==> src/common/rvseed_defines.svh <==
`ifndef RVSEED_DEFINES_SVH
`define RVSEED_DEFINES_SVH

// width of one integer register and data word
`define RV_XLEN 64

`define RV_REG_ADDR_WIDTH 5 // x0..x31
`define RV_REG_COUNT 32

`endif

==> src/common/rv_arch_pkg.sv <==
package rv_arch_pkg;

    `include "rvseed_defines.svh"

    typedef logic [`RV_XLEN-1:0] xlen_t;           // one data word
    typedef logic [`RV_REG_ADDR_WIDTH-1:0] reg_addr_t; // register index
    typedef logic [31:0] imm_t;                    // s-type offset, sign-extended on use
    typedef logic [`RV_XLEN/8-1:0] wmask_t;        // one enable per byte

    // how the selected result is shaped before write-back
    typedef enum logic [1:0] {
        ext_pass  = 2'd0, // full word, jalr and friends
        ext_sword = 2'd1, // lw, addw, divw
        ext_zword = 2'd2, // lwu
        ext_shalf = 2'd3  // lh
    } ext_mode_e;

endpackage

==> src/common/wb_rec_pkg.sv <==
package wb_rec_pkg;

    import rv_arch_pkg::*;

    // one retired instruction as handed over by the pipeline
    typedef struct packed {
        logic      wen;
        reg_addr_t rd;
        logic      from_mem;  // take mem_res instead of ex_res
        xlen_t     ex_res;
        xlen_t     mem_res;
        ext_mode_e ext_mode;
        logic      is_store;
        reg_addr_t base_reg;  // rs1 of the store
        imm_t      s_imm;
        wmask_t    wmask;
        logic      ebreak;
    } retire_rec_t;

    // request to the external data memory
    typedef struct packed {
        xlen_t  addr;
        xlen_t  data;
        wmask_t wmask;
    } store_req_t;

    typedef enum logic [2:0] {
        st_idle,
        st_write,
        st_store,
        st_ack,
        st_halt
    } wb_state_e;

endpackage

==> src/wb_stage/wb_extend.sv <==
`timescale 1ns/10ps

module wb_extend
    import rv_arch_pkg::*;
    import wb_rec_pkg::*;
(
    input  retire_rec_t cur_rec,
    output xlen_t       wb_data
);

    xlen_t src;

    // loads come back through mem_res, everything else through ex_res
    assign src = cur_rec.from_mem ? cur_rec.mem_res : cur_rec.ex_res;

    always_comb begin
        case (cur_rec.ext_mode)
            ext_sword: wb_data = xlen_t'(signed'(src[31:0]));
            ext_zword: wb_data = xlen_t'(src[31:0]);
            ext_shalf: wb_data = xlen_t'(signed'(src[15:0]));
            default:   wb_data = src; // ext_pass
        endcase
    end

endmodule

==> config.mk <==
export PLATFORM = sky130hd
export DESIGN_NAME = wb_extend
export DESIGN_NICKNAME = d
export VERILOG_FILES = /design/src/common/rv_arch_pkg.sv /design/src/common/wb_rec_pkg.sv /design/src/wb_stage/wb_extend.sv
export VERILOG_INCLUDE_DIRS = /design/src /design/src/common
export SDC_FILE = /design/constraint.sdc
export NUM_CORES = 1
export LEC_CHECK = 0
export ABC_AREA = 1
export BUFFER_PORTS_ARGS = -buffer_cell sky130_fd_sc_hd__buf_4
export CAP_MARGIN = 20
export CORE_MARGIN = 10
export CORE_UTILIZATION = 26
export DETAILED_ROUTE_END_ITERATION = 16
export GPL_ROUTABILITY_DRIVEN = 0
export PLACE_DENSITY = 0.78
export SLEW_MARGIN = 5
export SYNTH_ARGS = -nofsm -noshare
export SYNTH_HDL_FRONTEND = slang
export SYNTH_SLANG_ARGS = --single-unit
export TNS_END_PERCENT = 1
==> constraint.sdc <==
create_clock -name vclk -period 0.8
set_input_delay 0.08 -clock vclk [all_inputs]
set_output_delay 0.08 -clock vclk [all_outputs]
set_load 0.1 [all_outputs]
==> reports/metrics.yaml <==
status:
  status: "finished with violations"
  violations: "setup timing"
critical_path:
  path_max_fanout: 7
  path_delay_family: "buffers and inverters"
  path_class: "primary input to output port"
  cpPeakStageDelay_ns: 0.17
  required_ns: 0.72
  cp_num_buf_inv: 4
  cp_data_arrival_time_ns: 1.02
  end_kind: "output port"
  crit_path_top_delay_cell: "buf_12"
  startpoint_type: "primary input"
  cp_cell_sequence: "buf_12 > buf_6 > nand2_4 > nand2_4 > nand2_8 > buf_16 > nand3_4 > buf_12"
timing:
  hold_slack_ns: 0.529
  period_needed_ns: 1.10
  worst_pin_slew_ns: 0.388
  final_hold_viol_count: 0
  rsz0062_at_grt: "yes"
  relSlewSlack_pct: 73.9
  fin_crit_sh_pct: 137
  maxSlewViolCount: 0
  final.setup.tns_ns: -14.44
  timing.final.ws_setup_ns: -0.298
  max_freq_mhz: 911
  setup_viol: 63
finish:
  fill_cells: 318
  n_antenna_cell: 0
  multi_input_area_um2: 1720
  nFlopsAndLatches: 0
  register_area_um2: 0
  instances_no_fill: 593
  fin_area_um2: 4710
  drive_gt1_share_pct: 58.3
  syn_to_final_growth_pct: 217
  clkbuf_count: 0
  nNetsFinal: 707
placed_design:
  place_area_um2: 3650
  hpwlAfterDp_mm: 7.58
  placed_cells: 584
  io_buffers: 195
global_route:
  grt_usage_pct: 20.5
  grt_pass1_vias: 3049
  grt_pass1_wl_mm: 15.3
  grt.overflow.total: 0
  antenna_found_initial: 0
  grt_max_degree: 36
power_and_ir_drop:
  power_density_nw_per_um2: 1200
  ir_worst_vdd_mv: 0.886
  leakage_nw: 2.61
  fin_total_pwr_mw: 5.66
logic_synthesis:
  yosysMostFrequentCell: "nand2_1"
  synth_area_um2: 1490
  synth_top_area_share_pct: 29.3
  ys.warnings.count: 0
  netlist_top_cells_count: "nand2_1 (116), inv_1 (66), nand3_1 (44)"
  synth.area.top_cells: "nand2_1 (29%), inv_1 (17%), nand3_1 (15%), nand3_2 (13%), o21ai_0 (9.4%)"
  synth_top_area_cell: "nand2_1"
  syn_nets: 507
  syn_inst: 323
  avgSynthCellArea_um2: 4.61
  yosysUniqueCellTypes: 14
  ys_seq_area_share_pct: 0
floorplanning:
  die_h_um: 95.6
  placementRows: 27
  initial_core_util_pct: 26.9
  ios: 248
  die_area_um2: 9150
  die_w_um: 95.6
  core_um2: 5540
routing:
  drt-vias-per-instance: 4.88
  first_pass_iters: 5
  ant_nets: 0
  route.final.wire_length_mm: 11.1
  drtIter0Drc: 83
  drcViolationCount: 0
  wl_per_cell_um: 18.7
  vias: 2892
job:
  cap_violations: 0
clock_tree:
  cts_hold_buf: 0
min_path:
  min_path_type: "primary input to output port"
[path summary, 6_finish.rpt]
path | startpoint | end | slack (ns) | cells after the start
worst min-delay path | cur_rec[119] | wb_data[6] | 0.53 | 4
worst max-delay path | cur_rec[177] | wb_data[47] | -0.30 | 8
[worst min-delay path, stage by stage]
cell     delay (ns)
buf_4          0.08
nand2_2        0.04
nand2_2        0.07
buf_12         0.17
[final cells by class]
type | count | share of cell area, %
multi-input cells | 231 | 36.5
well taps | 72 | 1.91
inverters | 67 | 5.71
repair buffers | 223 | 55.9
[cell usage in the layout, fill, tap and decap left out, types with 15 or more instances in the layout]
| cell type | instances |
|---|---|
| buf_12 | 61 |
| nand2_1 | 90 |
| nor2_1 | 15 |
| buf_6 | 16 |
| nand2_2 | 21 |
| nand3_1 | 32 |
| inv_1 | 65 |
| nand3_4 | 32 |
| buf_4 | 135 |
| o21ai_4 | 15 |
[stage by stage]
step / util, % / worst slack (ns)
floorplan: - / -0.446
global placement: 65.9 / -0.501
detailed placement: 65.9 / -0.512
CTS: 80.4 / -0.391
global route: 85.0 / -0.350
finish: 85.0 / -0.298
[kinds of logic after synthesis]
family | synth area share (%)
AOI/OAI and AO/OA | 10.1
buffers and inverters | 26.4
and+or+nand+nor | 63.5
[report_power, final]
group | leakage (nW) | internal [mW] | switching (mW)
Clock | 0 | 0 | 0
Combinational | 2.61 | 2.13 | 3.53
Sequential | 0 | 0 | 0
[what timing repair did]
item	in CTS	in global routing
setup endpoints to repair	64	64
pin swaps	17	10
gates cloned	2	5
gates resized for setup	179	51
buffers inserted	3	0
[routing by layer]
layer	GRT usage, %	up-vias	wire length (um)
met3	9.98	34	1250
li1	-	1374	-
met5	0	-	0
met1	18.8	1319	3540
met2	39.1	165	5950
met4	6.27	0	359
(Power assumes the default switching activity.)
