**config.mk**
```make
export PLATFORM = sky130hd
export DESIGN_NAME = reg_file
export DESIGN_NICKNAME = d
export VERILOG_FILES = /design/src/common/rv_arch_pkg.sv /design/src/wb_stage/reg_file.sv
export VERILOG_INCLUDE_DIRS = /design/src /design/src/common
export SDC_FILE = /design/constraint.sdc
export NUM_CORES = 2
export LEC_CHECK = 0
export ABC_AREA = 0
export BUFFER_PORTS_ARGS = -buffer_cell sky130_fd_sc_hd__buf_2
export CORE_ASPECT_RATIO = 1.1
export CORE_MARGIN = 2
export CORE_UTILIZATION = 45
export CTS_CLUSTER_SIZE = 16
export DETAILED_ROUTE_END_ITERATION = 12
export GPL_TIMING_DRIVEN = 0
export MAX_ROUTING_LAYER = met4
export PLACE_DENSITY = 0.67
export SLEW_MARGIN = 30
export SYNTH_ARGS = -nofsm -noshare
export SYNTH_HDL_FRONTEND = slang
export SYNTH_SLANG_ARGS = --single-unit
```
**constraint.sdc**
```tcl
create_clock -name clk -period 2.5 [get_ports clk]
set_input_delay 0.375 -clock clk [delete_from_list [all_inputs] [get_ports clk]]
set_output_delay 0.375 -clock clk [all_outputs]
set_load 0.02 [all_outputs]
```
**src/common/rvseed_defines.svh**
```systemverilog
`ifndef RVSEED_DEFINES_SVH
`define RVSEED_DEFINES_SVH

// width of one integer register and data word
`define RV_XLEN 64

`define RV_REG_ADDR_WIDTH 5 // x0..x31
`define RV_REG_COUNT 32

`endif

```
**src/common/rv_arch_pkg.sv**
```systemverilog
package rv_arch_pkg;

    `include "rvseed_defines.svh"

    typedef logic [`RV_XLEN-1:0] xlen_t;           // one data word
    typedef logic [`RV_REG_ADDR_WIDTH-1:0] reg_addr_t; // register index
    typedef logic [31:0] imm_t;                    // s-type offset, sign-extended on use
    typedef logic [`RV_XLEN/8-1:0] wmask_t;        // one enable per byte

    // how the selected result is shaped before write-back
    typedef enum logic [1:0] {
        ext_pass  = 2'd0, // full word, jalr and friends
        ext_sword = 2'd1, // lw, addw, divw
        ext_zword = 2'd2, // lwu
        ext_shalf = 2'd3  // lh
    } ext_mode_e;

endpackage

```
**src/wb_stage/reg_file.sv**
```systemverilog
`timescale 1ns/10ps

`include "rvseed_defines.svh"

module reg_file
    import rv_arch_pkg::*;
(
    input  logic      clk,
    input  logic      rst_n,
    input  logic      we,
    input  reg_addr_t waddr,
    input  xlen_t     wdata,
    input  reg_addr_t base_addr,
    input  reg_addr_t dbg_addr,
    output xlen_t     base_data,
    output xlen_t     dbg_data
);

    xlen_t regs [`RV_REG_COUNT];

    always_ff @(posedge clk or negedge rst_n) begin
        if (!rst_n) begin
            for (int i = 0; i < `RV_REG_COUNT; i++)
                regs[i] <= '0;
        end else if (we && waddr != '0) begin // x0 is hardwired
            regs[waddr] <= wdata;
        end
    end

    assign base_data = regs[base_addr]; // store base, rs1
    assign dbg_data  = regs[dbg_addr];

    // a write aimed at x0 must leave it reading zero
    a_x0_zero: assert property (@(posedge clk) disable iff (!rst_n)
        (we && waddr == '0) |=> (regs[0] == '0));

endmodule

```
==> results.yml <==
finish:
  top_regs: "regs (2048)"
  regMostFlops: "regs"
  drive_gt1_frac: 0.640
  nets: 7358
  post-route-util: 0.548
  areaGrowthSynthToFinish_pct: 21.3
  fillerInstances: 18800
  largest_register_ffs: 2048
  post_layout_inst_area_mm2: 0.131
sta:
  post-route-worst-setup-slack_ps: -700
  worst_pin_slew_ps: 1180
  finalHoldViolCount: 109
  relSlewSlack: 0.212
  grt_setup_unrepaired: "yes"
  period_utilisation_layout: 1.28
  fmaxAchievable_mhz: 313
  report.final.setup_viol: 176
  min_period_ps: 3200
  clock-skew-final_ps: 0
  fin_setup_tns_ps: -73670
  fin_worst_hold_slack_ps: -478
  timing_max_transition_violations_final: 0
clocking:
  clk_pin_slew_worst_paths_ps: 70
  cts_inserted_buffers: 220
  cts-root-to-sink-buffers: 3
  htree_num_levels: 4
  clock_sinks: 2048
  ctsRootBufferMaster: "sky130_fd_sc_hd__clkbuf_16"
  cts_hold_buffers: 64
  clock_tree_from_tritoncts: "done"
  clk-insertion-delay-late_ps: 930
yosys:
  post_synth_xor_xnor_area: 0
  synth.area.top_cells: "sky130_fd_sc_hd__dfrtp_1 48%, sky130_fd_sc_hd__mux4_2 24%, sky130_fd_sc_hd__mux2_2 22%"
  synthDistinctLibCells: 30
  area_fraction_in_compound_gates_after_synthesis: 0.0112
  yosys_warnings: 0
  dominant_combinational_cell_family_by_area_after_synthesis: "multiplexers"
  synth-adder-area-share: 0
  syn_area_per_cell_um2: 16.5
  seq_area_frac_synth: 0.476
  ys_seq_elements: 2048
  synth_nets: 6594
  yosysTopAreaCell: "sky130_fd_sc_hd__dfrtp_1"
  synth_area_mm2: 0.108
  instance_count_of_the_mapped_netlist: 6512
  synth_mux_area_frac: 0.478
  synthDominantCellAreaShare: 0.476
  synth_simple_gate_area_frac: 0.00445
floorplanning:
  row_count: 188
  die_w_um: 470
  fp.coreArea_mm2: 0.238
  start_util: 0.452
  dieArea_mm2: 0.243
  design.portCount: 210
  die_h_um: 517
worst_setup_path:
  timing.critical_path.to_type: "output pin"
  worstPathArrival_ps: 2820
  cpMostUsedCell: "sky130_fd_sc_hd__mux4_2"
  crit_path_start_kind: "register"
  slowest_stage: "sky130_fd_sc_hd__mux4_2"
  timing.setup.critical_path_class: "reg2out"
  crit_chain: "mux4_2, mux4_2, mux2_4, buf_6"
  critical_path.n_buffers_inverters: 1
  path_delay_family: "multiplexers"
  crit_path_max_fanout: 3
  cp_data_required_time_ps: 2120
  crit_path_max_incr_delay_ps: 510
grt:
  initial_antenna_violation_count: 53
  grt_pass1_wl_mm: 672
  gr-total-overflow: 0
  grt_util_all_layers: 0.428
  grt_pass1_vias: 76100
  grt_max_degree: 121
routing:
  initialDrtViolationCount: 11200
  dr_total_vias: 76800
  final_antenna_violating_net_count: 0
  drtPass1Iterations: 8
  vias_per_instance: 7.21
  detail_route.drc_violations: 0
  wl_per_cell_um: 47.6
  drt_wl_total_mm: 507
placement:
  finalWeightedCongestion: 1.01
  preCtsSetupSlack_ps: -2530
  placement.io_buffers: 201
  post_dp_cell_area_mm2: 0.116
  dp.final_hpwl_mm: 338
power:
  vdd.ir_drop.worst_v: 0.000755
  power.total_w: 0.106
  static-leakage-power_nw: 56.6
  power_density_relative_to_cell_area_mw_per_mm2: 811
status:
  violated_checks: "negative hold slack, negative setup slack"
  outcome: "finished with violations"
min_path:
  hp_class: "in2async"
job:
  max-cap-violations: 0
[logic make-up (layout without fill, tap and decap cells)]
family	Yosys count	after routing
muxes	3440	3440
DFF	2048	2048
buffers and inverters	774	1725
AOI/OAI and AO/OA	156	156
and+or+nand+nor	94	94
other	0	51
[worst register-to-register path: stages (launching register included)]
cell	delay, ps
sky130_fd_sc_hd__dfrtp_1	400
sky130_fd_sc_hd__buf_4	140
sky130_fd_sc_hd__buf_4	130
sky130_fd_sc_hd__mux2_2	250
[synth_stat cells]
master                     instances
sky130_fd_sc_hd__buf_4            27
sky130_fd_sc_hd__nand2_1          20
sky130_fd_sc_hd__o22a_1            3
sky130_fd_sc_hd__mux2_2         2151
sky130_fd_sc_hd__buf_2           218
sky130_fd_sc_hd__clkbuf_1        487
sky130_fd_sc_hd__a221o_1          26
sky130_fd_sc_hd__a211oi_1          3
sky130_fd_sc_hd__mux4_2         1145
sky130_fd_sc_hd__buf_6             5
sky130_fd_sc_hd__nand4_1           2
sky130_fd_sc_hd__nand3_1           6
sky130_fd_sc_hd__a22o_1            9
sky130_fd_sc_hd__a221oi_1         34
sky130_fd_sc_hd__inv_1             1
sky130_fd_sc_hd__nor2_1           27
sky130_fd_sc_hd__nor3b_1           1
sky130_fd_sc_hd__nand2b_1          5
sky130_fd_sc_hd__nor2b_1          20
sky130_fd_sc_hd__nor3_2            4
sky130_fd_sc_hd__a211o_1           9
sky130_fd_sc_hd__and2_1            1
sky130_fd_sc_hd__o22ai_1          60
sky130_fd_sc_hd__buf_1            36
sky130_fd_sc_hd__mux2i_1         144
sky130_fd_sc_hd__and2_0            2
sky130_fd_sc_hd__dfrtp_1        2048
sky130_fd_sc_hd__a21oi_1           9
sky130_fd_sc_hd__and3_1            6
sky130_fd_sc_hd__o31ai_1           3
[worst paths after layout]
| path | depth (start not counted) | to | from | slack (ps) |
|---|---|---|---|---|
| worst min-delay path | 2 | regs[1762] | rst_n | -480 |
| worst max register to register | 3 | regs[32] | regs[32] | 1470 |
| worst max-delay path | 4 | base_data[2] | regs[1666] | -700 |
| min in group clk | 3 | regs[12] | wdata[12] | 280 |
| worst min register to register | 1 | regs[2037] | regs[2037] | 480 |
| max in group asynchronous | 7 | regs[329] | rst_n | 380 |
[metrics by stage]
stage          hold WS [ps]  std cells
6_report               -478      10600
5_1_grt                -413      10600
4_1_cts                -464      10600
3_5_place_dp            464       9963
3_3_place_gp            453       9848
2_1_floorplan          79.4       6512
[routing by layer]
layer,wire length [µm],global-route usage,up-vias
met5,0,-,-
met4,55000,0.367,0
met3,71100,0.186,2182
met2,211000,0.577,6144
met1,170000,0.485,41300
li1,-,-,27100
[layout make-up]
cell class	count	area, µm²	area share
multi-input cells	3690	54900	0.421
flip-flops and latches	2048	51200	0.392
repair buffers	542	6860	0.0525
clock buffers	337	6640	0.0508
plain buffers	773	5950	0.0456
well taps	3135	3920	0.0300
clock inverters	72	910	0.00697
diodes	51	128	0.000977
inverters	1	3.75	0.0000287
[placed cells by master, fill, tap and decap left out, types with 96 or more instances in the layout]
cell / n
sky130_fd_sc_hd__dfrtp_1: 2048
sky130_fd_sc_hd__mux2_2: 2035
sky130_fd_sc_hd__mux4_2: 1145
sky130_fd_sc_hd__clkbuf_1: 326
sky130_fd_sc_hd__clkbuf_16: 231
sky130_fd_sc_hd__buf_6: 204
sky130_fd_sc_hd__buf_2: 166
sky130_fd_sc_hd__buf_4: 157
sky130_fd_sc_hd__clkbuf_2: 146
sky130_fd_sc_hd__mux2i_1: 119
sky130_fd_sc_hd__mux2_4: 116
sky130_fd_sc_hd__buf_16: 100
sky130_fd_sc_hd__clkbuf_8: 96
[power breakdown]
group / internal, W / total [W] / switching, W
Clock: 0.0200 / 0.0347 / 0.0147
Combinational: 0.0152 / 0.0269 / 0.0116
Sequential: 0.0395 / 0.0443 / 0.00484
[timing repair]
action | 4_1_cts | 5_1_grt
pin swaps | 55 | 27
buffers inserted | 110 | 48
cloned | 4 | 4
resized for setup | 925 | 114
endpoints found under the setup margin | 533 | 671
hold endpoints to repair | 173 | 109
(Power assumes the default switching activity.)
