File: config.mk
export PLATFORM = sky130hd
export DESIGN_NAME = wb_ctrl
export DESIGN_NICKNAME = d
export VERILOG_FILES = /design/src/common/rv_arch_pkg.sv /design/src/common/wb_rec_pkg.sv /design/src/wb_stage/wb_ctrl.sv
export VERILOG_INCLUDE_DIRS = /design/src /design/src/common
export SDC_FILE = /design/constraint.sdc
export NUM_CORES = 1
export LEC_CHECK = 0
export ABC_AREA = 0
export BUFFER_PORTS_ARGS = -buffer_cell sky130_fd_sc_hd__buf_4
export CAP_MARGIN = 5
export CORE_AREA = 2 2 144 146
export CTS_BUF_LIST = sky130_fd_sc_hd__clkbuf_4
export CTS_CLUSTER_SIZE = 20
export DETAILED_ROUTE_END_ITERATION = 10
export DIE_AREA = 0 0 146 148
export SYNTH_ARGS = -nofsm -noshare
export SYNTH_HDL_FRONTEND = slang
export SYNTH_SLANG_ARGS = --single-unit
File: constraint.sdc
create_clock -name clk -period 34.2 [get_ports clk]
set_input_delay 5.13 -clock clk [delete_from_list [all_inputs] [get_ports clk]]
set_output_delay 5.13 -clock clk [all_outputs]
set_load 0.05 [all_outputs]
File: src/common/rvseed_defines.svh
`ifndef RVSEED_DEFINES_SVH
`define RVSEED_DEFINES_SVH

// width of one integer register and data word
`define RV_XLEN 64

`define RV_REG_ADDR_WIDTH 5 // x0..x31
`define RV_REG_COUNT 32

`endif

File: src/common/rv_arch_pkg.sv
package rv_arch_pkg;

    `include "rvseed_defines.svh"

    typedef logic [`RV_XLEN-1:0] xlen_t;           // one data word
    typedef logic [`RV_REG_ADDR_WIDTH-1:0] reg_addr_t; // register index
    typedef logic [31:0] imm_t;                    // s-type offset, sign-extended on use
    typedef logic [`RV_XLEN/8-1:0] wmask_t;        // one enable per byte

    // how the selected result is shaped before write-back
    typedef enum logic [1:0] {
        ext_pass  = 2'd0, // full word, jalr and friends
        ext_sword = 2'd1, // lw, addw, divw
        ext_zword = 2'd2, // lwu
        ext_shalf = 2'd3  // lh
    } ext_mode_e;

endpackage

File: src/common/wb_rec_pkg.sv
package wb_rec_pkg;

    import rv_arch_pkg::*;

    // one retired instruction as handed over by the pipeline
    typedef struct packed {
        logic      wen;
        reg_addr_t rd;
        logic      from_mem;  // take mem_res instead of ex_res
        xlen_t     ex_res;
        xlen_t     mem_res;
        ext_mode_e ext_mode;
        logic      is_store;
        reg_addr_t base_reg;  // rs1 of the store
        imm_t      s_imm;
        wmask_t    wmask;
        logic      ebreak;
    } retire_rec_t;

    // request to the external data memory
    typedef struct packed {
        xlen_t  addr;
        xlen_t  data;
        wmask_t wmask;
    } store_req_t;

    typedef enum logic [2:0] {
        st_idle,
        st_write,
        st_store,
        st_ack,
        st_halt
    } wb_state_e;

endpackage

File: src/wb_stage/wb_ctrl.sv
`timescale 1ns/10ps

module wb_ctrl
    import wb_rec_pkg::*;
(
    input  logic        clk,
    input  logic        rst_n,
    input  logic        retire_req,
    input  retire_rec_t retire_rec,
    input  logic        st_done,
    output logic        retire_ack,
    output retire_rec_t cur_rec,
    output logic        rf_we,
    output logic        st_start,
    output logic        halted
);

    wb_state_e state_q;
    wb_state_e state_d;
    logic      take_rec;
    logic      halt_done; // ebreak record already acked

    assign take_rec = (state_q == st_idle) && retire_req;

    always_comb begin
        state_d = state_q;
        case (state_q)
            st_idle: begin
                if (retire_req) begin
                    if (retire_rec.ebreak)
                        state_d = st_halt; // ebreak wins over store and write
                    else if (retire_rec.is_store)
                        state_d = st_store;
                    else
                        state_d = st_write;
                end
            end
            st_write: state_d = st_ack;
            st_store: begin
                if (st_done)
                    state_d = st_ack;
            end
            st_ack: begin
                if (!retire_req)
                    state_d = st_idle;
            end
            st_halt: state_d = st_halt; // only reset leaves
            default: state_d = st_idle;
        endcase
    end

    always_ff @(posedge clk or negedge rst_n) begin
        if (!rst_n) begin
            state_q   <= st_idle;
            st_start  <= 1'b0;
            halt_done <= 1'b0;
        end else begin
            state_q  <= state_d;
            st_start <= take_rec && !retire_rec.ebreak && retire_rec.is_store;
            if (state_q == st_halt && !retire_req)
                halt_done <= 1'b1;
        end
    end

    // record payload, held for the whole retire
    always_ff @(posedge clk) begin
        if (take_rec)
            cur_rec <= retire_rec;
    end

    assign rf_we      = (state_q == st_write) && cur_rec.wen;
    assign retire_ack = (state_q == st_ack) || (state_q == st_halt && !halt_done);
    assign halted     = (state_q == st_halt);

    // ack may only rise while the upstream still holds its request
    a_ack_rise_with_req: assert property (@(posedge clk) disable iff (!rst_n)
        (retire_ack && !$past(retire_ack)) |-> $past(retire_req));

    // the write happens exactly one cycle after the record was taken
    a_we_in_write: assert property (@(posedge clk) disable iff (!rst_n)
        rf_we |-> (state_q == st_write) && ($past(state_q) == st_idle));

endmodule

==> run_results.csv, run 1 <==
group,metric,value,unit
power_and_ir_drop,vdd_ir_drop_max,0.0615,mV
sta,worst_pin_slew,0.996,ns
clock_network,postCtsSetupBuffers,0,
floorplan,core_area,20000,µm²
power_and_ir_drop,p_sw_share,39.5,%
clock_network,cts_buffers,17,
setup_path,crit_fanout,10,
route,wl_per_cell,18.1,µm
route,antenna_left,0,
synth,synth_cell_types,19,
route,drt_wl_total,16.1,mm
synth,synthArstFlopShare,2.65,%
floorplan,io_pins,376,
synth,avgSynthCellArea,27.7,µm²
setup_path,r2r_start,"state_q[2]",
setup_path,worstPathRequired,29.07,ns
sta,holdWs,0.486,ns
cells_and_area,multi_input_area,145,µm²
power_and_ir_drop,p_leak,3.77,nW
hold_path,whs_path_depth,1,
clock_network,ctsHoldBuffers,0,
synth,synth_area,5810,µm²
setup_path,reg2reg_depth,3,
route,drc_errors,0,
run,drv_cap,0,
place,dp_hpwl,12.5,mm
power_and_ir_drop,power_frac_clock,17.1,%
sta,post-route-min-period,6.95,ns
cells_and_area,utilization,46.1,%
setup_path,cp-endpoint,"retire_ack",
floorplan,row_count,52,
sta,setup_ws,27.25,ns
floorplan,initial_core_util,29.0,%
synth,synth-seq-cells,189,
floorplan,dieArea,21600,µm²
cells_and_area,drive_above_1_share,66.5,%
synth,yosysSeqAreaShare,97.2,%
sta,rsz0062_at_grt,"false",
power_and_ir_drop,p_comb_share,34.3,%
global_route,grt_usage,14.3,%
setup_path,critical_path_class,"flip-flop to output port",
clock_network,clock_path_buffers,2,
clock_network,ctsRootBufferMaster,"clkbuf_4",
cells_and_area,filler_cell_count,1801,
setup_path,crit_start,"state_q[1]",
synth,yosys_warnings,0,
clock_network,path_clk_slew,0.16,ns
global_route,grt_pass1_wl,22.7,mm
cells_and_area,final_area,9250,µm²
power_and_ir_drop,seqPwrFrac,48.6,%
clock_network,clock-sinks,189,
hold_path,hold_class,"flip-flop to flip-flop",
global_route,grt_pass1_vias,3749,
sta,final.setup.tns,0,ns
clock_network,clk_latency,0.54,ns
route,vias,3631,
setup_path,timing.rr.end,"cur_rec[24]",
route,drtIter0Drc,154,
sta,fin_crit_sh,20.3,%
sta,drv_slew,0,
global_route,grt_max_degree,79,
sta,finalSetupViolCount,0,
run_status,status,"complete, no violations",
place,port_buffers,375,
synth,postSynthCellCount,210,
setup_path,rrSetupSlack,31.66,ns
sta,slew_headroom,33.6,%
synth,dominantRegCellSynth,"edfxtp_1",
sta,hold_violations,0,
cells_and_area,layout_commonest_cell,"buf_4",
power_and_ir_drop,p_switching,0.000259,W
cells_and_area,layout_common_cells,"378 x buf_4, 184 x edfxtp_1, 17 x clkbuf_4",
sta,fmax,144,MHz
route,vias_per_cell,4.08,
setup_path,worstPathArrival,1.82,ns
clock_network,cts_tree,"built",
setup_path,startpoint_type,"flip-flop",
global_route,grt_overflow,0,
setup_path,endpoint_kind,"output port",
place,finalWeightedCongestion,0.760,
sta,finClkSkew,0.0232,ns
place,pre_cts_ws,27.01,ns
floorplan,die_x,146,µm
power_and_ir_drop,power_density,70.8,nW/µm²
clock_network,cts_resized,0,
cells_and_area,layout.nets,794,
floorplan,die_h,148,µm
cells_and_area,ff_latch_area,5650,µm²
power_and_ir_drop,internal-power,0.000396,W
place,place_area,8980,µm²
synth,synth_fp_nets,398,
clock_network,htreeDepth,4,
synth,synth_edf_count,184,
cells_and_area,syn_to_final_growth,59.1,%
global_route,grt_antenna_before_repair,1,
route,first_pass_iters,4,
## cells by family (layout without fill, tap and decap cells)
kind of cell | after synthesis | after routing | synth area share [%]
buffers and inverters | 4 | 412 | 0.387
other | 0 | 1 | 0
AO/OA/AOI/OAI | 5 | 5 | 0.775
flip-flops | 189 | 189 | 97.2
XOR/XNOR | 1 | 1 | 0.151
AND/OR/NAND/NOR | 11 | 11 | 1.46
## registers in the layout, summed over array words and instances (netlist names)
signal     flops
cur_rec      184
halt_done      1
st_start       1
state_q        3
## final cells by class
type | count | area share [%]
tap | 270 | 3.65
clock inverter | 14 | 1.45
antenna | 1 | 0.0271
timing repair buffer | 378 | 30.7
sequential | 189 | 61.1
inverter | 3 | 0.122
multi-input combinational | 17 | 1.57
clock buffer | 17 | 1.38
## Yosys cell counts (2+ instances only)
cell	instances	area, µm²
inv_1	3	11.3
edfxtp_1	184	5530
nand2b_1	2	12.5
dfrtp_1	5	125
nor3b_1	2	15.0
## power by group through the flow
stage	sequential (W)	clock (W)	combinational, W
2_1_floorplan	0.000469	0	0.0000287
3_3_place_gp	0.000322	0	0.000224
3_5_place_dp	0.000324	0	0.000226
4_1_cts	0.000319	0.000120	0.000227
5_1_grt	0.000322	0.000127	0.000232
6_report	0.000318	0.000112	0.000224
## layer usage
metal	track usage, %	part of all wire, %	vias up	wire length, µm
met5	0	0	-	0
met4	5.68	2.2	0	347
met3	6.20	9.7	22	1550
met2	24.7	53	212	8480
met1	15.7	35	1753	5690
li1	-	-	1644	-
## per-stage QoR
step           std cells  power [W]
6_report             889   0.000655
5_1_grt              889   0.000681
4_1_cts              888   0.000665
3_5_place_dp         857   0.000550
3_3_place_gp         857   0.000547
2_1_floorplan        210   0.000498
## how the worst min path moves through the flow
stage	slack, ns	start	endpoint
after floorplan	0.43	halt_done	halt_done
after global placement	0.45	halt_done	halt_done
after detailed placement	0.45	halt_done	halt_done
after CTS	0.49	halt_done	halt_done
after global routing	0.51	halt_done	halt_done
final	0.49	halt_done	halt_done
## critical path, stage by stage (launching register included)
cell and delay, ns:
dfrtp_1 0.53, nor3b_1 0.36, o2bb2ai_1 0.16, buf_4 0.22
No activity file was read; power rests on OpenSTA's default activity.
==> run 2, diff against run 1 <==
Settings changed: CORE_AREA 2 2 144 146 to 2 2 145 147, DIE_AREA 0 0 146 148 to 0 0 147 149.
Clock period 34.2 ns to 5.65 ns, I/O delays scaled along.
==> run_results.csv, run 2 (synthesis results as in run 1) <==
group,metric,value,unit
clock_network,path_clk_slew,0.16,ns
cells_and_area,drive_above_1_share,66.3,%
global_route,grt_pass1_vias,3718,
place,finalWeightedCongestion,0.753,
global_route,grt_antenna_before_repair,1,
run_status,status,"complete, no violations",
cells_and_area,antenna_cells,0,
clock_network,clock_path_buffers,2,
power_and_ir_drop,power_frac_clock,17.9,%
setup_path,cp-endpoint,"retire_ack",
route,antenna_left,0,
setup_path,crit_fanout,10,
power_and_ir_drop,p_switching,0.00155,W
sta,worst_pin_slew,1.12,ns
sta,drv_slew,0,
setup_path,crit_chain,"nor3b_1 -> o2bb2ai_1 -> buf_4",
cells_and_area,final_area,9290,µm²
clock_network,htreeDepth,4,
route,wl_per_cell,17.4,µm
power_and_ir_drop,p_comb_share,33.8,%
setup_path,crit_path_top_delay_cell,"dfrtp_1",
setup_path,cp_num_cells,3,
setup_path,reg2reg_depth,2,
sta,holdWs,0.466,ns
sta,post-route-min-period,2.65,ns
setup_path,cp_num_buf_inv,1,
cells_and_area,largest_reg_flops,184,
setup_path,rrSetupSlack,3.48,ns
clock_network,clk_latency,0.54,ns
global_route,grt_max_degree,186,
cells_and_area,utilization,45.2,%
setup_path,r2r_start,"state_q[0]",
power_and_ir_drop,vdd_ir_drop_max,0.344,mV
sta,final.setup.tns,0,ns
clock_network,cts_tree,"built",
sta,rsz0062_at_grt,"false",
route,vias_per_cell,4.01,
cells_and_area,layout_common_cells,"375 x buf_4, 184 x edfxtp_1, 19 x clkbuf_4",
setup_path,timing.rr.end,"cur_rec[29]",
setup_path,startpoint_type,"flip-flop",
clock_network,cts_buffers,17,
setup_path,endpoint_kind,"output port",
setup_path,slowest_delay,0.54,ns
route,drt_wl_total,15.5,mm
cells_and_area,layout.nets,793,
hold_path,hold_class,"input pin to flip-flop",
global_route,grt_pass1_wl,21.8,mm
cells_and_area,top_regs,"cur_rec x184, state_q x3",
sta,fin_crit_sh,47.0,%
clock_network,clock-sinks,189,
place,place_area,8990,µm²
cells_and_area,layout_commonest_cell,"buf_4",
cells_and_area,syn_to_final_growth,59.8,%
power_and_ir_drop,power_density,431,nW/µm²
floorplan,core_area,20600,µm²
route,first_pass_iters,4,
power_and_ir_drop,p_leak,3.77,nW
route,drtIter0Drc,176,
floorplan,dieArea,21900,µm²
floorplan,io_pins,376,
power_and_ir_drop,internal-power,0.00245,W
setup_path,worstPathRequired,4.80,ns
setup_path,worstPathArrival,1.81,ns
place,dp_hpwl,11.8,mm
sta,finClkSkew,0.0210,ns
setup_path,crit_start,"state_q[1]",
sta,hold_violations,0,
route,drc_errors,0,
floorplan,die_x,147,µm
clock_network,ctsRootBufferMaster,"clkbuf_4",
setup_path,critical_path_class,"flip-flop to output port",
global_route,grt_usage,13.4,%
global_route,grt_overflow,0,
power_and_ir_drop,seqPwrFrac,48.3,%
setup_path,critPathTopFamily,"flip-flops",
place,port_buffers,375,
power_and_ir_drop,p_sw_share,38.7,%
run,drv_cap,0,
floorplan,die_h,149,µm
floorplan,initial_core_util,28.3,%
route,vias,3580,
cells_and_area,regMostFlops,"cur_rec",
sta,finalSetupViolCount,0,
sta,fmax,377,MHz
floorplan,row_count,53,
sta,slew_headroom,25.2,%
run 2: cell types whose count changed in the layout (fill, tap and decap cells not counted), moves of 2 or more:
cell / previous run / this run
inv_6: 3 / 0
clkinvlp_4: 2 / 6
clkbuf_4: 17 / 19
buf_4: 378 / 375
run 2: layout make-up:
| cell class | instances | area (µm²) |
|---|---|---|
| Fill cell | 1850 | 11300 |
| Sequential cell | 189 | 5650 |
| Timing Repair Buffer | 377 | 2850 |
| Tap cell | 275 | 344 |
| Multi-Input combinational cell | 17 | 154 |
| Clock buffer | 19 | 143 |
| Clock inverter | 13 | 138 |
| Inverter | 3 | 11.3 |
run 2: how the worst min path moves through the flow:
stage	start	endpoint	slack, ns	cells past startpoint
6_report	retire_rec[124]	cur_rec[124]	0.47	1
5_1_grt	retire_rec[166]	cur_rec[166]	0.38	1
4_1_cts	rst_n	state_q[0]	0.0001	1
3_5_place_dp	halt_done	halt_done	0.46	1
3_3_place_gp	halt_done	halt_done	0.44	1
2_1_floorplan	halt_done	halt_done	0.43	1
run 2: metrics by stage:
| stage | setup WS [ns] | power (W) | std cells |
|---|---|---|---|
| 6_report | 3.00 | 0.00400 | 893 |
| 5_1_grt | 2.82 | 0.00415 | 893 |
| 4_1_cts | 2.91 | 0.00405 | 892 |
| 3_5_place_dp | 3.20 | 0.00333 | 860 |
| 3_3_place_gp | 3.28 | 0.00331 | 860 |
| 2_1_floorplan | -1.57 | 0.00288 | 210 |
run 2: repair_timing:
item                      CTS  global route
hold endpoints to repair    0             2
hold buffers                0             1
resized for setup           0             0
setup buffers               0             0
run 2: power groups by stage:
stage / clock (W) / combinational, W / sequential, W
finish: 0.000716 / 0.00135 / 0.00193
detailed placement: 0 / 0.00137 / 0.00197
floorplan: 0 / 0.000179 / 0.00271
global placement: 0 / 0.00135 / 0.00196
CTS: 0.000752 / 0.00136 / 0.00193
global route: 0.000794 / 0.00140 / 0.00196
run 2: per-layer routing:
layer	up-vias	wire, µm	track usage, %
li1	1638	-	-
met1	1746	5560	14.6
met2	180	8330	24.1
met3	14	1490	5.69
met4	2	150	3.65
met5	-	17	0
run 2: worst reg2reg max path, cell delays in order (launching register included):
cell	delay, ns
dfrtp_1	0.51
nor4b_4	0.35
buf_12	0.60
