===== src/common/rvseed_defines.svh =====
`ifndef RVSEED_DEFINES_SVH
`define RVSEED_DEFINES_SVH

// width of one integer register and data word
`define RV_XLEN 64

`define RV_REG_ADDR_WIDTH 5 // x0..x31
`define RV_REG_COUNT 32

`endif


===== src/common/rv_arch_pkg.sv =====
package rv_arch_pkg;

    `include "rvseed_defines.svh"

    typedef logic [`RV_XLEN-1:0] xlen_t;           // one data word
    typedef logic [`RV_REG_ADDR_WIDTH-1:0] reg_addr_t; // register index
    typedef logic [31:0] imm_t;                    // s-type offset, sign-extended on use
    typedef logic [`RV_XLEN/8-1:0] wmask_t;        // one enable per byte

    // how the selected result is shaped before write-back
    typedef enum logic [1:0] {
        ext_pass  = 2'd0, // full word, jalr and friends
        ext_sword = 2'd1, // lw, addw, divw
        ext_zword = 2'd2, // lwu
        ext_shalf = 2'd3  // lh
    } ext_mode_e;

endpackage


===== src/common/wb_rec_pkg.sv =====
package wb_rec_pkg;

    import rv_arch_pkg::*;

    // one retired instruction as handed over by the pipeline
    typedef struct packed {
        logic      wen;
        reg_addr_t rd;
        logic      from_mem;  // take mem_res instead of ex_res
        xlen_t     ex_res;
        xlen_t     mem_res;
        ext_mode_e ext_mode;
        logic      is_store;
        reg_addr_t base_reg;  // rs1 of the store
        imm_t      s_imm;
        wmask_t    wmask;
        logic      ebreak;
    } retire_rec_t;

    // request to the external data memory
    typedef struct packed {
        xlen_t  addr;
        xlen_t  data;
        wmask_t wmask;
    } store_req_t;

    typedef enum logic [2:0] {
        st_idle,
        st_write,
        st_store,
        st_ack,
        st_halt
    } wb_state_e;

endpackage


===== src/wb_stage/store_port.sv =====
`timescale 1ns/10ps

module store_port
    import rv_arch_pkg::*;
    import wb_rec_pkg::*;
(
    input  logic       clk,
    input  logic       rst_n,
    input  logic       st_start,
    input  xlen_t      base_data,
    input  imm_t       s_imm,
    input  wmask_t     wmask,
    input  xlen_t      wb_data,
    input  logic       mem_ack,
    output logic       mem_req,
    output store_req_t mem_store,
    output logic       st_done
);

    logic ack_seen; // mem_ack came, waiting for it to drop

    always_ff @(posedge clk or negedge rst_n) begin
        if (!rst_n) begin
            mem_req  <= 1'b0;
            ack_seen <= 1'b0;
            st_done  <= 1'b0;
        end else begin
            st_done <= 1'b0;
            if (st_start) begin
                mem_req <= 1'b1;
            end else if (mem_req && mem_ack) begin
                mem_req  <= 1'b0;
                ack_seen <= 1'b1;
            end else if (ack_seen && !mem_ack) begin
                ack_seen <= 1'b0;
                st_done  <= 1'b1; // handshake fully closed
            end
        end
    end

    // request payload, loaded once per store
    always_ff @(posedge clk) begin
        if (st_start) begin
            mem_store.addr  <= base_data + xlen_t'(signed'(s_imm));
            mem_store.data  <= wb_data;
            mem_store.wmask <= wmask;
        end
    end

    // no withdrawal of a request before the memory answered
    a_req_held: assert property (@(posedge clk) disable iff (!rst_n)
        $fell(mem_req) |-> $past(mem_ack));

    a_store_stable: assert property (@(posedge clk) disable iff (!rst_n)
        (mem_req && $past(mem_req)) |-> $stable(mem_store));

endmodule


===== config.mk =====
export PLATFORM = sky130hd
export DESIGN_NAME = store_port
export DESIGN_NICKNAME = d
export VERILOG_FILES = /design/src/common/rv_arch_pkg.sv /design/src/common/wb_rec_pkg.sv /design/src/wb_stage/store_port.sv
export VERILOG_INCLUDE_DIRS = /design/src /design/src/common
export SDC_FILE = /design/constraint.sdc
export NUM_CORES = 1
export LEC_CHECK = 0
export CAP_MARGIN = 0
export CORE_ASPECT_RATIO = 1.5
export CORE_UTILIZATION = 30
export DETAILED_ROUTE_END_ITERATION = 6
export DONT_BUFFER_PORTS = 1
export GPL_TIMING_DRIVEN = 0
export HOLD_SLACK_MARGIN = 0.02
export SYNTH_ARGS = -nofsm -noshare
export SYNTH_HDL_FRONTEND = slang
export SYNTH_SLANG_ARGS = --single-unit

===== constraint.sdc =====
create_clock -name clk -period 1.25 [get_ports clk]
set_input_delay 0.125 -clock clk [delete_from_list [all_inputs] [get_ports clk]]
set_output_delay 0.125 -clock clk [all_outputs]
set_load 0.02 [all_outputs]

==> flow_metrics.env, run 1 <==
export IMPL_outcome="finished, violations left"
export IMPL_violations="hold timing, setup timing"
export IMPL_swShare_pct=32.9
export IMPL_setup_viol_count_final=57
export IMPL_grtUsageTotal_pct=18.6
export IMPL_grt_pass1_wl_microns=38200
export IMPL_max_stage_delay_ns=0.37
export IMPL_ys_top_cells_by_area="edfxtp_1 51%, ha_1 9.8%, a21oi_1 4.8%"
export IMPL_path_cells="ha_4, fa_2, a21o_1, a31o_4, a211oi_4, buf_6, o311ai_4, a211oi_4, buf_4, buf_6, nor2_4, nor2_4, o31ai_2, xor2_1"
export IMPL_worstSetupStartpointType="input port"
export IMPL_grt_setup_unrepaired="true"
export IMPL_synth_top_area_share_pct=50.6
export IMPL_setup_tns_ns=-47.01
export IMPL_finClkSkew_ns=0.000824
export IMPL_core_area_sq_um=26500
export IMPL_antenna_found_initial=0
export IMPL_vias=6424
export IMPL_worstHoldPathType="input port to register"
export IMPL_crit_path_end_kind="register"
export IMPL_insertion_delay_ns=0.43
export IMPL_grt_remaining_overflow=0
export IMPL_ys_seq_area_share_pct=51.5
export IMPL_clockBufferDepth=2
export IMPL_nNetsFinal=1093
export IMPL_die_area_sq_um=27600
export IMPL_synthCells=714
export IMPL_placed_cell_area_sq_um=8950
export IMPL_ys_warn_count=0
export IMPL_yosysTopAreaCell="edfxtp_1"
export IMPL_num_rows=73
export IMPL_critPathSlowestCell="a211oi_4"
export IMPL_area_delta_synth_final_pct=37.5
export IMPL_drc_errors=0
export IMPL_die_w_microns=136
export IMPL_finalPower_mw=15.3
export IMPL_whs_ns=-0.198
export IMPL_setup_slack_ns=-1.17
export IMPL_drtIter0Drc=219
export IMPL_holdBufCountCts=80
export IMPL_synth_edf_count=136
export IMPL_pwr_density_cell_nw_per_um2=1370
export IMPL_clockPowerShare_pct=34.2
export IMPL_synth_top_cells_by_count="136 x edfxtp_1, 77 x a21oi_1, 63 x ha_1"
export IMPL_port_buffers=0
export IMPL_synth_area_sq_um=8070
export IMPL_hold_viol_final=137
export IMPL_clk_pin_slew_worst_paths_ns=0.08
export IMPL_grt_pass1_vias=6854
export IMPL_dr_pass1_iters=5
export IMPL_grt_max_degree=139
export IMPL_maxCapViolCount=0
export IMPL_crit_arrival_ns=2.60
export IMPL_postLayoutCellArea_sq_um=11100
export IMPL_cts_sinks=139
export IMPL_fmax_mhz=414
export IMPL_p_comb_share_pct=21.0
export IMPL_min_period_ns=2.42
export IMPL_vias_per_cell=5.32
export IMPL_pwr_share_seq_pct=44.8
export IMPL_hpwl_microns=19000
export IMPL_worst_slew_pin_slew_ns=0.614
export IMPL_synthesis_nets=950
export IMPL_p_sw_mw=5.03
export IMPL_drv_slew=0
export IMPL_ant_nets=0
export IMPL_ys_flop_type="edfxtp_1"
export IMPL_ys_seq_elements=139
export IMPL_synth_most_common_cell="edfxtp_1"
export IMPL_leakage_nw=4.14
export IMPL_root_buffer="clkbuf_16"
export IMPL_worstPathMaxFanout=3
export IMPL_required_ns=1.44
export IMPL_die_height_microns=203
export IMPL_critical_path_class="input port to register"
export IMPL_drt_wirelength_per_cell_microns=21.2
export IMPL_gp_congestion=0.891
export IMPL_ios=310
export IMPL_async_reset_ff_share_pct=2.16
export IMPL_syn_avg_cell_area_sq_um=11.3
export IMPL_peakVddDrop_uv=987
export IMPL_start_util_pct=30.5
export IMPL_synthDistinctLibCells=64
export IMPL_slew_headroom_pct=58.6
export IMPL_num_antenna_cells=0
export IMPL_p_int_mw=10.2
export IMPL_layout_worst_path_cycle_share_pct=193
export IMPL_drive_above_1_share_pct=23.7
export IMPL_cts_tree="built"
export IMPL_cts_buffers=17
export IMPL_drt_total_wl_microns=25600
export IMPL_h_tree_depth=4
## critical path: cells and delay by family
kind	cells	cell delay [ns]
and+or+nand+nor	2	0.16
buffers and inverters	3	0.44
AOI/OAI and AO/OA	6	1.20
adders and majority gates	2	0.51
xor gates and xnor gates	1	0.16
## final timing paths
kind / to / cells after the start / slack (ns) / start
max: mem_store[106] / 14 / -1.17 / base_data[0]
max in group asynchronous: mem_req / 2 / 0.62 / rst_n
min reg2reg: st_done / 1 / 0.54 / ack_seen
min in group asynchronous: st_done / 2 / 0.48 / rst_n
max reg2reg: ack_seen / 2 / 0.44 / mem_req
min: mem_store[1] / 0 / -0.20 / st_start
## power groups by stage
| stage | Combinational [mW] | Sequential [mW] | Clock (mW) |
|---|---|---|---|
| floorplan | 1.95 | 6.79 | 0 |
| global placement | 2.46 | 6.95 | 0 |
| detailed placement | 2.48 | 6.95 | 0 |
| CTS | 3.05 | 6.86 | 5.36 |
| global route | 3.50 | 6.89 | 5.52 |
| finish | 3.20 | 6.84 | 5.22 |
## state kept, by name, summed over array words and instances (netlist names)
register and flops:
ack_seen 1, mem_req 1, st_done 1, mem_store 136
## cell families (layout without fill, tap and decap cells)
family	Yosys count	count (layout)	synth area share (%)
AOI/OAI and AO/OA	224	224	18.5
xor gates and xnor gates	58	58	6.29
adders and majority gates	64	64	10.0
buffers and inverters	44	200	2.20
DFF	139	139	51.5
muxes	3	3	0.372
and+or+nand+nor	182	182	11.1
## final cells by class
cell class,instances,area [sq um]
Timing Repair Buffer,129,1200
Multi-Input combinational cell,531,4480
Buffer,25,176
Tap cell,337,422
Clock buffer,17,425
Clock inverter,15,183
Sequential cell,139,4160
Inverter,14,52.6
Fill cell,2493,15400
## metrics by stage
step	utilization [%]	setup slack, ns	cells
4_1_cts	41.2	-1.18	1208
5_1_grt	41.9	-1.24	1207
6_report	41.9	-1.17	1207
2_1_floorplan	-	-1.40	714
3_5_place_dp	33.8	-1.97	1051
3_3_place_gp	33.8	-1.96	1051
## metal layers
layer / GRT usage, % / up-vias / share of wire (%)
li1: - / 3043 / -
met1: 19.5 / 3124 / 37
met2: 34.3 / 214 / 54
met3: 4.97 / 43 / 5.8
met4: 7.82 / 0 / 2.6
met5: 0 / - / 0
## timing repair
item | 4_1_cts | 5_1_grt
hold endpoints to repair | 217 | 137
pin swaps | 33 | 24
gates resized for setup | 44 | 42
setup buffers | 48 | 12
setup endpoints to repair | 55 | 58
gates cloned | 0 | 0
## layout by cell type, fill, tap and decap left out, types with 6 or more instances in the layout
| cell | n |
|---|---|
| o21bai_1 | 8 |
| ha_1 | 48 |
| buf_6 | 10 |
| buf_4 | 40 |
| a21o_1 | 27 |
| o21a_1 | 7 |
| clkbuf_2 | 7 |
| nand3_1 | 13 |
| edfxtp_1 | 136 |
| nand2_1 | 50 |
| and2_1 | 7 |
| nor2_1 | 30 |
| nor3_1 | 7 |
| a21oi_2 | 21 |
| xor2_1 | 21 |
| o21ai_0 | 24 |
| xnor2_2 | 7 |
| clkbuf_8 | 6 |
| nand4_1 | 27 |
| o211ai_1 | 8 |
| clkbuf_1 | 8 |
| and3_1 | 6 |
| ha_4 | 12 |
| xnor2_1 | 29 |
| clkbuf_16 | 17 |
| o21ai_1 | 9 |
| inv_1 | 14 |
| o21ai_2 | 6 |
| dlygate4sd3_1 | 80 |
| a21oi_1 | 54 |
| a31oi_1 | 6 |
Power figures use the tool's default switching activity.
==> run 2: changes to the inputs <==
CORE_UTILIZATION = 55   (was 30)
PLACE_DENSITY = 0.7   (was not set)
RECOVER_POWER = 100   (was not set)
==> flow_metrics.env, run 2 (synthesis gave the netlist of run 1 again) <==
export IMPL_outcome="finished, violations left"
export IMPL_violations="hold timing, setup timing"
export IMPL_root_buffer="clkbuf_16"
export IMPL_min_period_ns=2.45
export IMPL_pwr_density_cell_nw_per_um2=1380
export IMPL_gp_congestion=0.976
export IMPL_leakage_nw=4.26
export IMPL_ios=310
export IMPL_grt_max_degree=139
export IMPL_setup_tns_ns=-41.69
export IMPL_num_rows=53
export IMPL_critPathBufInv=0
export IMPL_start_util_pct=56.9
export IMPL_die_area_sq_um=15200
export IMPL_critPathSlowestCell="fa_2"
export IMPL_h_tree_depth=4
export IMPL_grtUsageTotal_pct=34.9
export IMPL_setup_slack_ns=-1.20
export IMPL_whs_path_depth=0
export IMPL_clk_pin_slew_worst_paths_ns=0.07
export IMPL_largest_register_ffs=136
export IMPL_critPathTopFamily="compound AO/OA/AOI/OAI gates"
export IMPL_nNetsFinal=1112
export IMPL_worstHoldPathType="input port to register"
export IMPL_clockBufferDepth=2
export IMPL_antenna_found_initial=1
export IMPL_whs_ns=-0.199
export IMPL_peakVddDrop_uv=1100
export IMPL_regMostFlops="mem_store"
export IMPL_r2r_cells=2
export IMPL_core_area_sq_um=14200
export IMPL_crit_arrival_ns=2.60
export IMPL_worst_slew_pin_slew_ns=0.627
export IMPL_die_w_microns=101
export IMPL_drt_wirelength_per_cell_microns=25.6
export IMPL_ant_nets=0
export IMPL_grt_pass1_vias=6938
export IMPL_cpMostUsedCell="a211oi_4"
export IMPL_max_stage_delay_ns=0.37
export IMPL_port_buffers=0
export IMPL_drtIter0Drc=436
export IMPL_fmax_mhz=408
export IMPL_grt_setup_unrepaired="true"
export IMPL_slew_headroom_pct=57.7
export IMPL_cts_tree="built"
export IMPL_required_ns=1.40
export IMPL_path_depth=11
export IMPL_finClkSkew_ns=0.000145
export IMPL_hold_viol_final=106
export IMPL_final_cell_mix="136 x edfxtp_1, 78 x dlygate4sd3_1, 56 x buf_4"
export IMPL_layout_commonest_cell="edfxtp_1"
export IMPL_setup_viol_count_final=57
export IMPL_area_delta_synth_final_pct=40.2
export IMPL_drive_above_1_share_pct=27.9
export IMPL_cts_sinks=139
export IMPL_vias_per_cell=6.54
export IMPL_insertion_delay_ns=0.43
export IMPL_grt_remaining_overflow=0
export IMPL_drv_slew=0
export IMPL_layout_worst_path_cycle_share_pct=196
export IMPL_die_height_microns=150
export IMPL_worstSetupStartpointType="input port"
export IMPL_worstPathMaxFanout=3
export IMPL_cts_buffers=17
export IMPL_holdBufCountCts=78
export IMPL_path_cells="ha_4, fa_2, a21o_1, a31o_4, a211oi_4, o311ai_4, a211oi_4, o31ai_4, a22o_1, a31oi_1, xnor2_1"
export IMPL_hpwl_microns=18200
export IMPL_drt_total_wl_microns=27700
export IMPL_pre_cts_ws_ns=-1.88
export IMPL_grt_pass1_wl_microns=39000
export IMPL_dr_pass1_iters=7
export IMPL_drc_errors=0
export IMPL_crit_path_end_kind="register"
export IMPL_maxCapViolCount=0
export IMPL_critical_path_class="input port to register"
export IMPL_vias=7072
[run 2: worst paths after layout]
check | startpoint | endpoint | slack (ns)
min | st_start | mem_store[96] | -0.20
max in group asynchronous | rst_n | mem_req | 0.62
max | base_data[0] | mem_store[120] | -1.20
min in group asynchronous | rst_n | st_done | 0.48
min reg2reg | ack_seen | st_done | 0.54
max reg2reg | mem_req | ack_seen | 0.40
[run 2: per-layer routing]
layer  vias to the layer above  global-route usage, %  wire length [microns]  part of all wire, %
li1                       3095                      -                      -                    -
met1                      3394                   35.1                   9120                   33
met2                       477                   62.7                  14500                   52
met3                       106                   11.1                   2520                  9.1
met4                         0                   19.9                   1570                  5.7
met5                         -                      0                      0                    0
[run 2: final cells by class]
| type | count | area [sq um] |
|---|---|---|
| Timing Repair Buffer | 153 | 1420 |
| Inverter | 14 | 52.6 |
| Antenna cell | 1 | 2.50 |
| Clock inverter | 15 | 175 |
| Buffer | 20 | 128 |
| Sequential cell | 139 | 4160 |
| Tap cell | 192 | 240 |
| Multi-Input combinational cell | 531 | 4710 |
| Clock buffer | 17 | 425 |
| Fill cell | 843 | 2870 |
[run 2: power by group]
part	total [mW]	internal, mW	switching [mW]
registers	6.84	5.87	0.962
clock network	5.15	2.86	2.29
logic	3.62	1.69	1.93
[run 2: metrics by stage]
step	cells	util, %	area [sq um]	power, mW
global route	1082	79.8	11300	16.0
global placement	906	61.8	8770	9.36
detailed placement	906	61.8	8770	9.40
finish	1082	79.8	11300	15.6
CTS	1054	76.1	10800	15.0
floorplan	714	-	8530	8.74
[run 2: timing repair]
item	4_1_cts	5_1_grt
resized for setup	71	67
pin swaps	52	55
setup endpoints to repair	55	57
buffers inserted	43	36
hold endpoints to repair	216	137
